`src/verilog/link_pkg.sv`:
```
// Link protocol definitions shared by the parser and the tag converter
// Beats are 128 bits with four 32-bit tag lanes, lane 0 in the low bits
// Timestamps are 64 bits and wrap at 2^64; the wrap count keeps 40 bits
package link_pkg;

    // Beat geometry
    localparam int LANES     = 4;
    localparam int TAG_W     = 32;
    localparam int BEAT_W    = 128;
    localparam int SUBTIME_W = 24;
    localparam int TIME_W    = 64;

    // Value every valid header must carry
    localparam logic [15:0] FRAME_MAGIC = 16'h5449;

    // Tag kinds, kind 3 is handled as fill
    localparam logic [1:0] KIND_FILL = 2'd0;
    localparam logic [1:0] KIND_TAG  = 2'd1;
    localparam logic [1:0] KIND_WRAP = 2'd2;

    // Frame parser states
    localparam logic [1:0] PARSE_HEADER  = 2'd0;
    localparam logic [1:0] PARSE_PAYLOAD = 2'd1;
    localparam logic [1:0] PARSE_DROP    = 2'd2;

    // Signed channel, negative values are falling edges
    typedef logic signed [5:0] chan_t;

    // Event view of a tag word
    typedef struct packed {
        logic [1:0]           kind;
        chan_t                channel;
        logic [SUBTIME_W-1:0] subtime;
    } tag_event_t;

    // Wrap marker view of a tag word
    typedef struct packed {
        logic [1:0]       kind;
        logic [TAG_W-3:0] wrap_inc;
    } tag_wrap_t;

    typedef union packed {
        tag_event_t evt;
        tag_wrap_t  wrap;
    } tag_word_u;

    // Header view, magic in the top bits
    typedef struct packed {
        logic [15:0]        magic;
        logic [BEAT_W-81:0] reserved;
        logic [31:0]        seq_num;
        logic [31:0]        wrap_base;
    } frame_hdr_t;

    typedef union packed {
        frame_hdr_t             hdr;
        tag_word_u [LANES-1:0]  lane;
    } beat_u;

    typedef logic [LANES-1:0] lane_mask_t;
    typedef logic [LANES-1:0][TIME_W-1:0] time_vec_t;
    typedef chan_t [LANES-1:0] chan_vec_t;

endpackage

```
`src/verilog/meas_pkg.sv`:
```
// Measurement constants and the read-only register map
// Counters cover rising edges on channels 1 to 8 only
// Unmapped addresses read back as zero
package meas_pkg;

    // Count-rate block sizing
    localparam int COUNT_CHANNELS = 8;
    localparam int COUNT_W        = 32;

    // Identifier returned at address 0
    localparam logic [31:0] DESIGN_ID = 32'h0000_0001;

    // Register port address width
    localparam int REG_ADDR_W = 8;

    // Address map
    localparam logic [REG_ADDR_W-1:0] ADDR_ID             = 8'd0;
    localparam logic [REG_ADDR_W-1:0] ADDR_FRAMES_OK      = 8'd1;
    localparam logic [REG_ADDR_W-1:0] ADDR_FRAMES_DROPPED = 8'd2;

    // Channel c reads at ADDR_COUNT_BASE + c - 1
    localparam logic [REG_ADDR_W-1:0] ADDR_COUNT_BASE     = 8'd8;

endpackage

```
`src/verilog/count_rate_regs.sv`:
```
// Per-channel rising edge counters with a small read-only register port
// Only channels 1 to 8 are counted; falling edges and others are ignored
// All counters wrap at 2^COUNT_W; read data arrives one cycle after rd_en_i
module count_rate_regs (
    input  logic                            sys_clk,
    input  logic                            sys_clk_rst,
    input  logic                            m_valid_i,
    input  logic                            m_ready_i,
    input  link_pkg::lane_mask_t            m_lane_valid_i,
    input  link_pkg::chan_vec_t             m_channel_i,
    input  logic                            frame_ok_i,
    input  logic                            frame_drop_i,
    input  logic                            rd_en_i,
    input  logic [meas_pkg::REG_ADDR_W-1:0] rd_addr_i,
    output logic [31:0]                     rd_data_o,
    output logic                            rd_valid_o
);
    import link_pkg::*;
    import meas_pkg::*;

    logic [COUNT_W-1:0] count_q [COUNT_CHANNELS];
    logic [COUNT_W-1:0] frames_ok_q;
    logic [COUNT_W-1:0] frames_drop_q;

    // Up to four hits per channel in one beat
    logic [2:0]            inc [COUNT_CHANNELS];
    logic                  xfer;
    logic [REG_ADDR_W-1:0] cnt_idx;
    logic [31:0]           rd_mux;
    logic [31:0]           rd_data_q;
    logic                  rd_valid_q;

    assign xfer = m_valid_i && m_ready_i;

    // Hits per channel in the current beat
    always_comb begin
        for (int c = 0; c < COUNT_CHANNELS; c++) begin
            inc[c] = '0;
            for (int l = 0; l < LANES; l++) begin
                if (m_lane_valid_i[l] && m_channel_i[l] == c + 1) begin
                    inc[c] = inc[c] + 3'd1;
                end
            end
        end
    end

    always_ff @(posedge sys_clk) begin
        if (sys_clk_rst) begin
            for (int c = 0; c < COUNT_CHANNELS; c++) begin
                count_q[c] <= '0;
            end
            frames_ok_q   <= '0;
            frames_drop_q <= '0;
        end else begin
            if (xfer) begin
                for (int c = 0; c < COUNT_CHANNELS; c++) begin
                    count_q[c] <= count_q[c] + COUNT_W'(inc[c]);
                end
            end
            frames_ok_q   <= frames_ok_q + COUNT_W'(frame_ok_i);
            frames_drop_q <= frames_drop_q + COUNT_W'(frame_drop_i);
        end
    end

    // Address decode
    assign cnt_idx = rd_addr_i - ADDR_COUNT_BASE;

    always_comb begin
        rd_mux = '0;
        if (rd_addr_i == ADDR_ID) begin
            rd_mux = DESIGN_ID;
        end else if (rd_addr_i == ADDR_FRAMES_OK) begin
            rd_mux = frames_ok_q;
        end else if (rd_addr_i == ADDR_FRAMES_DROPPED) begin
            rd_mux = frames_drop_q;
        end else if (rd_addr_i >= ADDR_COUNT_BASE &&
                     cnt_idx < REG_ADDR_W'(COUNT_CHANNELS)) begin
            rd_mux = count_q[cnt_idx[$clog2(COUNT_CHANNELS)-1:0]];
        end
    end

    always_ff @(posedge sys_clk) begin
        if (sys_clk_rst) begin
            rd_valid_q <= 1'b0;
        end else begin
            rd_valid_q <= rd_en_i;
        end
    end

    // Read data holds between reads
    always_ff @(posedge sys_clk) begin
        if (rd_en_i) begin
            rd_data_q <= rd_mux;
        end
    end

    assign rd_data_o  = rd_data_q;
    assign rd_valid_o = rd_valid_q;

endmodule

```
`src/verilog/frame_parser.sv`:
```
// Frame header check and payload forwarding
// The first beat of each frame is taken as a header; s_keep_i is ignored there
// Bad frames are consumed up to s_last_i and never reach the output
// One output register, so s_ready_o follows pay_ready_i when it is full
module frame_parser (
    input  logic                 sys_clk,
    input  logic                 sys_clk_rst,
    input  logic                 s_valid_i,
    input  link_pkg::beat_u      s_data_i,
    input  link_pkg::lane_mask_t s_keep_i,
    input  logic                 s_last_i,
    output logic                 s_ready_o,
    output logic                 pay_valid_o,
    output link_pkg::beat_u      pay_lanes_o,
    output link_pkg::lane_mask_t pay_keep_o,
    output logic                 pay_first_o,
    output logic [31:0]          pay_wrap_base_o,
    input  logic                 pay_ready_i,
    output logic                 frame_ok_o,
    output logic                 frame_drop_o
);
    import link_pkg::*;

    logic [1:0]  state_q;
    logic        first_pend_q;
    logic        out_valid_q;
    beat_u       out_lanes_q;
    lane_mask_t  out_keep_q;
    logic        out_first_q;
    logic [31:0] wrap_base_q;
    logic        frame_ok_q;
    logic        frame_drop_q;

    logic accept;
    logic magic_ok;

    // Free when empty or drained on this edge
    assign s_ready_o = !out_valid_q || pay_ready_i;
    assign accept    = s_valid_i && s_ready_o;
    assign magic_ok  = (s_data_i.hdr.magic == FRAME_MAGIC);

    // State machine and output valid
    always_ff @(posedge sys_clk) begin
        if (sys_clk_rst) begin
            state_q      <= PARSE_HEADER;
            first_pend_q <= 1'b0;
            out_valid_q  <= 1'b0;
            frame_ok_q   <= 1'b0;
            frame_drop_q <= 1'b0;
        end else begin
            frame_ok_q   <= 1'b0;
            frame_drop_q <= 1'b0;
            // Drained beat leaves the register empty unless refilled below
            if (pay_ready_i) begin
                out_valid_q <= 1'b0;
            end
            if (accept) begin
                case (state_q)
                    PARSE_HEADER: begin
                        frame_ok_q   <= magic_ok;
                        frame_drop_q <= !magic_ok;
                        first_pend_q <= magic_ok;
                        // Single-beat frame stays in header
                        if (!s_last_i) begin
                            state_q <= magic_ok ? PARSE_PAYLOAD : PARSE_DROP;
                        end
                    end
                    PARSE_PAYLOAD: begin
                        out_valid_q  <= 1'b1;
                        first_pend_q <= 1'b0;
                        if (s_last_i) begin
                            state_q <= PARSE_HEADER;
                        end
                    end
                    default: begin
                        // Drop: swallow beats until the frame ends
                        if (s_last_i) begin
                            state_q <= PARSE_HEADER;
                        end
                    end
                endcase
            end
        end
    end

    // Payload register and header latch
    always_ff @(posedge sys_clk) begin
        if (accept && state_q == PARSE_PAYLOAD) begin
            out_lanes_q <= s_data_i;
            out_keep_q  <= s_keep_i;
            out_first_q <= first_pend_q;
        end
        // Header only lands once the previous payload beat has left
        if (accept && state_q == PARSE_HEADER && magic_ok) begin
            wrap_base_q <= s_data_i.hdr.wrap_base;
        end
    end

    assign pay_valid_o     = out_valid_q;
    assign pay_lanes_o     = out_lanes_q;
    assign pay_keep_o      = out_keep_q;
    assign pay_first_o     = out_first_q;
    assign pay_wrap_base_o = wrap_base_q;
    assign frame_ok_o      = frame_ok_q;
    assign frame_drop_o    = frame_drop_q;

endmodule

```
`src/verilog/tag_converter.sv`:
```
// Tag lane decoder and 64-bit timestamp builder
// Wrap count reloads from the header wrap base on the first payload beat
// Lanes are walked 0 to 3, so a wrap marker moves later lanes of its own beat
// Beats without any time tag still update the wrap count but emit nothing
module tag_converter (
    input  logic                 sys_clk,
    input  logic                 sys_clk_rst,
    input  logic                 pay_valid_i,
    input  link_pkg::beat_u      pay_lanes_i,
    input  link_pkg::lane_mask_t pay_keep_i,
    input  logic                 pay_first_i,
    input  logic [31:0]          pay_wrap_base_i,
    output logic                 pay_ready_o,
    output logic                 m_valid_o,
    output link_pkg::lane_mask_t m_lane_valid_o,
    output link_pkg::time_vec_t  m_time_o,
    output link_pkg::chan_vec_t  m_channel_o,
    input  logic                 m_ready_i
);
    import link_pkg::*;

    // Upper timestamp bits above the subtime field
    logic [TIME_W-SUBTIME_W-1:0] wrap_cnt_q;
    logic [TIME_W-SUBTIME_W-1:0] wrap_next;

    lane_mask_t lane_valid_next;
    time_vec_t  time_next;
    chan_vec_t  chan_next;
    logic       accept;
    logic       has_tag;

    logic       m_valid_q;
    lane_mask_t m_lane_valid_q;
    time_vec_t  m_time_q;
    chan_vec_t  m_channel_q;

    assign pay_ready_o = !m_valid_q || m_ready_i;
    assign accept      = pay_valid_i && pay_ready_o;
    assign has_tag     = |lane_valid_next;

    // Walk the lanes in order with a running wrap count
    always_comb begin
        wrap_next = pay_first_i ? (TIME_W - SUBTIME_W)'(pay_wrap_base_i) : wrap_cnt_q;
        for (int i = 0; i < LANES; i++) begin
            lane_valid_next[i] = 1'b0;
            time_next[i]       = '0;
            chan_next[i]       = pay_lanes_i.lane[i].evt.channel;
            if (pay_keep_i[i]) begin
                case (pay_lanes_i.lane[i].evt.kind)
                    KIND_WRAP: begin
                        wrap_next = wrap_next +
                                    (TIME_W - SUBTIME_W)'(pay_lanes_i.lane[i].wrap.wrap_inc);
                    end
                    KIND_TAG: begin
                        lane_valid_next[i] = 1'b1;
                        time_next[i]       = {wrap_next, pay_lanes_i.lane[i].evt.subtime};
                    end
                    default: begin
                        // Fill and kind 3 carry nothing
                        lane_valid_next[i] = 1'b0;
                    end
                endcase
            end
        end
    end

    // Wrap count and output valid
    always_ff @(posedge sys_clk) begin
        if (sys_clk_rst) begin
            wrap_cnt_q <= '0;
            m_valid_q  <= 1'b0;
        end else begin
            if (accept) begin
                wrap_cnt_q <= wrap_next;
            end
            if (accept && has_tag) begin
                m_valid_q <= 1'b1;
            end else if (m_ready_i) begin
                m_valid_q <= 1'b0;
            end
        end
    end

    // Output payload
    always_ff @(posedge sys_clk) begin
        if (accept && has_tag) begin
            m_lane_valid_q <= lane_valid_next;
            m_time_q       <= time_next;
            m_channel_q    <= chan_next;
        end
    end

    assign m_valid_o      = m_valid_q;
    assign m_lane_valid_o = m_lane_valid_q;
    assign m_time_o       = m_time_q;
    assign m_channel_o    = m_channel_q;

endmodule

```
`src/verilog/tag_link_top.sv`:
```
// Time-tag frame receiver top level
// Input beats must already be synchronized to sys_clk and checked
// Two registered stages between s_ and m_ streams
module tag_link_top (
    input  logic                            sys_clk,
    input  logic                            sys_clk_rst,
    input  logic                            s_valid_i,
    input  link_pkg::beat_u                 s_data_i,
    input  link_pkg::lane_mask_t            s_keep_i,
    input  logic                            s_last_i,
    output logic                            s_ready_o,
    output logic                            m_valid_o,
    output link_pkg::lane_mask_t            m_lane_valid_o,
    output link_pkg::time_vec_t             m_time_o,
    output link_pkg::chan_vec_t             m_channel_o,
    input  logic                            m_ready_i,
    input  logic                            rd_en_i,
    input  logic [meas_pkg::REG_ADDR_W-1:0] rd_addr_i,
    output logic [31:0]                     rd_data_o,
    output logic                            rd_valid_o
);
    import link_pkg::*;

    // Parser to converter
    logic        pay_valid;
    beat_u       pay_lanes;
    lane_mask_t  pay_keep;
    logic        pay_first;
    logic [31:0] pay_wrap_base;
    logic        pay_ready;

    // Frame statistics pulses
    logic frame_ok_pulse;
    logic frame_drop_pulse;

    frame_parser u_parser (
        .sys_clk        (sys_clk),
        .sys_clk_rst    (sys_clk_rst),
        .s_valid_i      (s_valid_i),
        .s_data_i       (s_data_i),
        .s_keep_i       (s_keep_i),
        .s_last_i       (s_last_i),
        .s_ready_o      (s_ready_o),
        .pay_valid_o    (pay_valid),
        .pay_lanes_o    (pay_lanes),
        .pay_keep_o     (pay_keep),
        .pay_first_o    (pay_first),
        .pay_wrap_base_o(pay_wrap_base),
        .pay_ready_i    (pay_ready),
        .frame_ok_o     (frame_ok_pulse),
        .frame_drop_o   (frame_drop_pulse)
    );

    tag_converter u_converter (
        .sys_clk        (sys_clk),
        .sys_clk_rst    (sys_clk_rst),
        .pay_valid_i    (pay_valid),
        .pay_lanes_i    (pay_lanes),
        .pay_keep_i     (pay_keep),
        .pay_first_i    (pay_first),
        .pay_wrap_base_i(pay_wrap_base),
        .pay_ready_o    (pay_ready),
        .m_valid_o      (m_valid_o),
        .m_lane_valid_o (m_lane_valid_o),
        .m_time_o       (m_time_o),
        .m_channel_o    (m_channel_o),
        .m_ready_i      (m_ready_i)
    );

    // Watches the output stream, counts on each transfer
    count_rate_regs u_count_rate (
        .sys_clk       (sys_clk),
        .sys_clk_rst   (sys_clk_rst),
        .m_valid_i     (m_valid_o),
        .m_ready_i     (m_ready_i),
        .m_lane_valid_i(m_lane_valid_o),
        .m_channel_i   (m_channel_o),
        .frame_ok_i    (frame_ok_pulse),
        .frame_drop_i  (frame_drop_pulse),
        .rd_en_i       (rd_en_i),
        .rd_addr_i     (rd_addr_i),
        .rd_data_o     (rd_data_o),
        .rd_valid_o    (rd_valid_o)
    );

endmodule
```
`config.mk`:
```
export PLATFORM = sky130hd
export DESIGN_NAME = tag_link_top
export DESIGN_NICKNAME = d
export VERILOG_FILES = /design/src/verilog/link_pkg.sv /design/src/verilog/meas_pkg.sv /design/src/verilog/count_rate_regs.sv /design/src/verilog/frame_parser.sv /design/src/verilog/tag_converter.sv /design/src/verilog/tag_link_top.sv
export SDC_FILE = /design/constraint.sdc
export NUM_CORES = 2
export LEC_CHECK = 0
export ABC_AREA = 1
export BUFFER_PORTS_ARGS = -buffer_cell sky130_fd_sc_hd__buf_2
export CORE_AREA = 2 2 363 365
export CTS_BUF_LIST = sky130_fd_sc_hd__clkbuf_4 sky130_fd_sc_hd__clkbuf_8
export CTS_CLUSTER_DIAMETER = 150
export DETAILED_ROUTE_END_ITERATION = 12
export DIE_AREA = 0 0 365 367
export GPL_ROUTABILITY_DRIVEN = 0
export HOLD_SLACK_MARGIN = 0.1
export PLACE_DENSITY = 0.66
export SETUP_SLACK_MARGIN = 0.2
export SLEW_MARGIN = 5
export SYNTH_ARGS = -nofsm -noshare
export SYNTH_HDL_FRONTEND = slang
export SYNTH_HIERARCHICAL = 1
export SYNTH_SLANG_ARGS = --single-unit
```
`constraint.sdc`:
```
create_clock -name sys_clk -period 32.1 [get_ports sys_clk]
set_clock_uncertainty 0.05 [all_clocks]
set_input_delay 6.42 -clock sys_clk [delete_from_list [all_inputs] [get_ports sys_clk]]
set_output_delay 6.42 -clock sys_clk [all_outputs]
set_load 0.1 [all_outputs]
```
==> results.cfg <==
[timing]
fmax_mhz = 72.78
worst_pin_slew_ns = 1.182
fin_crit_ns = 13.74
period_share_pct = 42.80
hold_ws_ns = 0.4217
slew_headroom_pct = 21.09
hold_viol = 0
rsz0062_at_grt = false
finalMaxSlewViolations = 0
fin_tns_setup_ns = 0
finalSetupViolations = 0

[grt]
grt_pass1_vias = 44430
antenna_found_initial = 21
grt_max_degree = 133
overflow = 0
grt_pass1_wl_mm = 263.4
grt_use_total_pct = 26.13

[clocking]
cts_buffer_depth = 3
cts_sinks = 849
worst_skew_pair.late_latency_ns = 0.93
numCtsBuffers = 157
cts_root_buffer = clkbuf_8
h-tree-depth = 4
cts_setup_buffers = 0
cts_tree = built
ctsHoldBuffers = 0
cts_resized = 0
clk_pin_slew_ns = 0.06

[logic_synthesis]
async_flop_share_pct = 0
seq_area_frac_synth_pct = 47.24
netlist_area_sq_um = 51590
avgSynthCellArea_sq_um = 7.771
synth_top_area_share_pct = 42.90
synth.area.top_cells = edfxtp_1 43%, nand2_1 13%, nor2_1 8.0%
yosysMostFrequentCell = nand2_1
yosys.area.top_type = edfxtp_1
postSynthCellCount = 6639
syn_nets = 6985
synth_edf_count = 737
synth-seq-cells = 849
synthTopCellsByCount = 1825 x nand2_1, 1094 x nor2_1, 815 x inv_1
synth_cell_type_count = 54
yosysWarnings = 6
synthFlopType = edfxtp_1

[power_and_ir_drop]
power_density_nw_per_um2 = 41.41
power.leakage_nw = 24.49
total_power_mw = 2.452
ir_drop_mv = 0.04174

[min_path]
hold_depth = 0
hold_path.class = flop to flop
hold_start = u_parser/pay_lanes_o[24]
hold_end = u_converter/m_channel_o[0]

[placement]
port_buffers = 464
dp_hpwl_mm = 138.1

[floorplanning]
dieArea_sq_um = 134000
initial_core_util_pct = 39.54
die_x_um = 365
pin_count = 465
die_y_um = 367
num_rows = 133
core_area_sq_um = 130500

[route]
ant_nets = 0
viasPerCell = 5.272
wl_mm = 180.0
drc = 0
wire_per_inst_um = 19.90
first_pass_iters = 8
drtIter0Drc = 5129
num_vias = 47676

[worst_setup_path]
critPathLaunchType = input pin
critical_path.top_delay_family = buffers and inverters
critPathArrivalTime_ns = 7.27
crit_path_top_delay_cell = buf_2
max_stage_delay_ns = 0.43
path_common_cell = buf_2
r2r_cells = 45
reg2reg_from = u_parser/pay_first_o
critPathCaptureType = output port
critPathBufInv = 4
reg2reg_slack_ns = 21.83
rr_endpoint = u_converter/wrap_cnt_q[34]
path_cells = buf_2, inv_1, nand2_1, inv_2, nand2_4, buf_2
criticalPathCategory = input pin to output port
worstPathRequired_ns = 25.63
crit_fanout = 3

[status]
outcome = complete, no violations

[flow_run]
maxCapViolations = 0

[layout]
fin_nets = 7498
areaGrowthSynthToFinish_pct = 14.78
layout-drive-gt1-share_pct = 12.90
## worst max-delay path by stage
stage / start / to / slack, ns / cells past startpoint
after global routing: m_ready_i / s_ready_o / 18.32 / 6
final: m_ready_i / s_ready_o / 18.36 / 6
after CTS: m_ready_i / s_ready_o / 18.36 / 6
after detailed placement: m_ready_i / s_ready_o / 18.36 / 6
after global placement: m_ready_i / s_ready_o / 18.34 / 6
after floorplan: m_ready_i / u_converter/m_channel_o[0] / 10.07 / 4
## report_power, final
group	switching [mW]	internal (mW)
registers	0.0188	1.21
logic	0.0767	0.0260
clock network	0.513	0.609
## layout make-up
class	count	area, sq um
multi-input combinational	4797	23460
clock inverter	62	641.9
fill	13082	71250
inverter	837	3147
sequential	849	24370
antenna	10	25.02
tap	1755	2196
clock buffer	224	2689
timing repair buffer	510	2683
## metal layers
layer | routed length [um] | GRT usage [%] | part of all wire (%) | up-vias
li1 | - | - | - | 22679
met1 | 69940 | 32.53 | 39 | 22076
met2 | 77820 | 39.52 | 43 | 2435
met3 | 20970 | 8.931 | 12 | 472
met4 | 11150 | 14.56 | 6.2 | 14
met5 | 97 | 0 | 0.054 | -
## layout by cell type (no fill, tap or decap), drive strengths merged, types with 10 or more instances in the layout
master,netlist,layout
o21bai,17,17
nand3,369,369
buf,48,510
o21ai,293,293
nand2,1861,1861
o211ai,21,21
a31oi,14,14
diode,0,10
ha,188,188
clkbuf,108,224
a21oi,462,462
xnor2,61,61
or2,54,54
nor3,38,38
o21a,25,25
nor2,1122,1122
nand3b,77,77
a21o,13,13
inv,833,844
dfxtp,112,112
xor2,87,87
clkinv,4,47
fa,12,12
nand4,44,44
edfxtp,737,737
## logic make-up after synthesis
logic type	synth area share (%)
AND/OR/NAND/NOR	28.88
buffers and inverters	7.358
AO/OA/AOI/OAI	8.969
flip-flops	47.24
adder cells (fa/ha/maj)	5.025
XOR/XNOR	2.527
## through the flow
stage / utilization (%) / std cells / cell area (sq um) / setup slack (ns)
2_1_floorplan: - / 6639 / 51590 / 10.07
6_report: 45.39 / 9044 / 59220 / 18.36
5_1_grt: 45.38 / 9041 / 59210 / 18.32
3_3_place_gp: 42.82 / 8748 / 55860 / 18.34
3_5_place_dp: 42.82 / 8748 / 55860 / 18.36
4_1_cts: 45.37 / 9034 / 59190 / 18.36
## worst reg2reg max path, delay by kind of cell, from the launching register on
family,cells,cell delay (ns)
fa+ha+maj,5,1.88
simple gates,15,1.78
xor+xnor,2,0.25
buf+inv,12,1.91
compound gates,11,4.00
flops,1,0.33
## flip-flops by register name, indices dropped and copies added (netlist names), 2 cells and up
register	flops
u_converter/wrap_cnt_q	40
u_parser/pay_lanes_o	128
u_parser/pay_wrap_base_o	32
u_count_rate/frames_drop_q	32
u_parser/pay_keep_o	4
u_converter/m_channel_o	24
u_count_rate/rd_data_o	32
u_converter/m_time_o	256
u_converter/m_lane_valid_o	4
u_parser/state_q	2
u_count_rate/count_q	256
u_count_rate/frames_ok_q	32
Note: power is estimated with default switching activity, not from simulation.
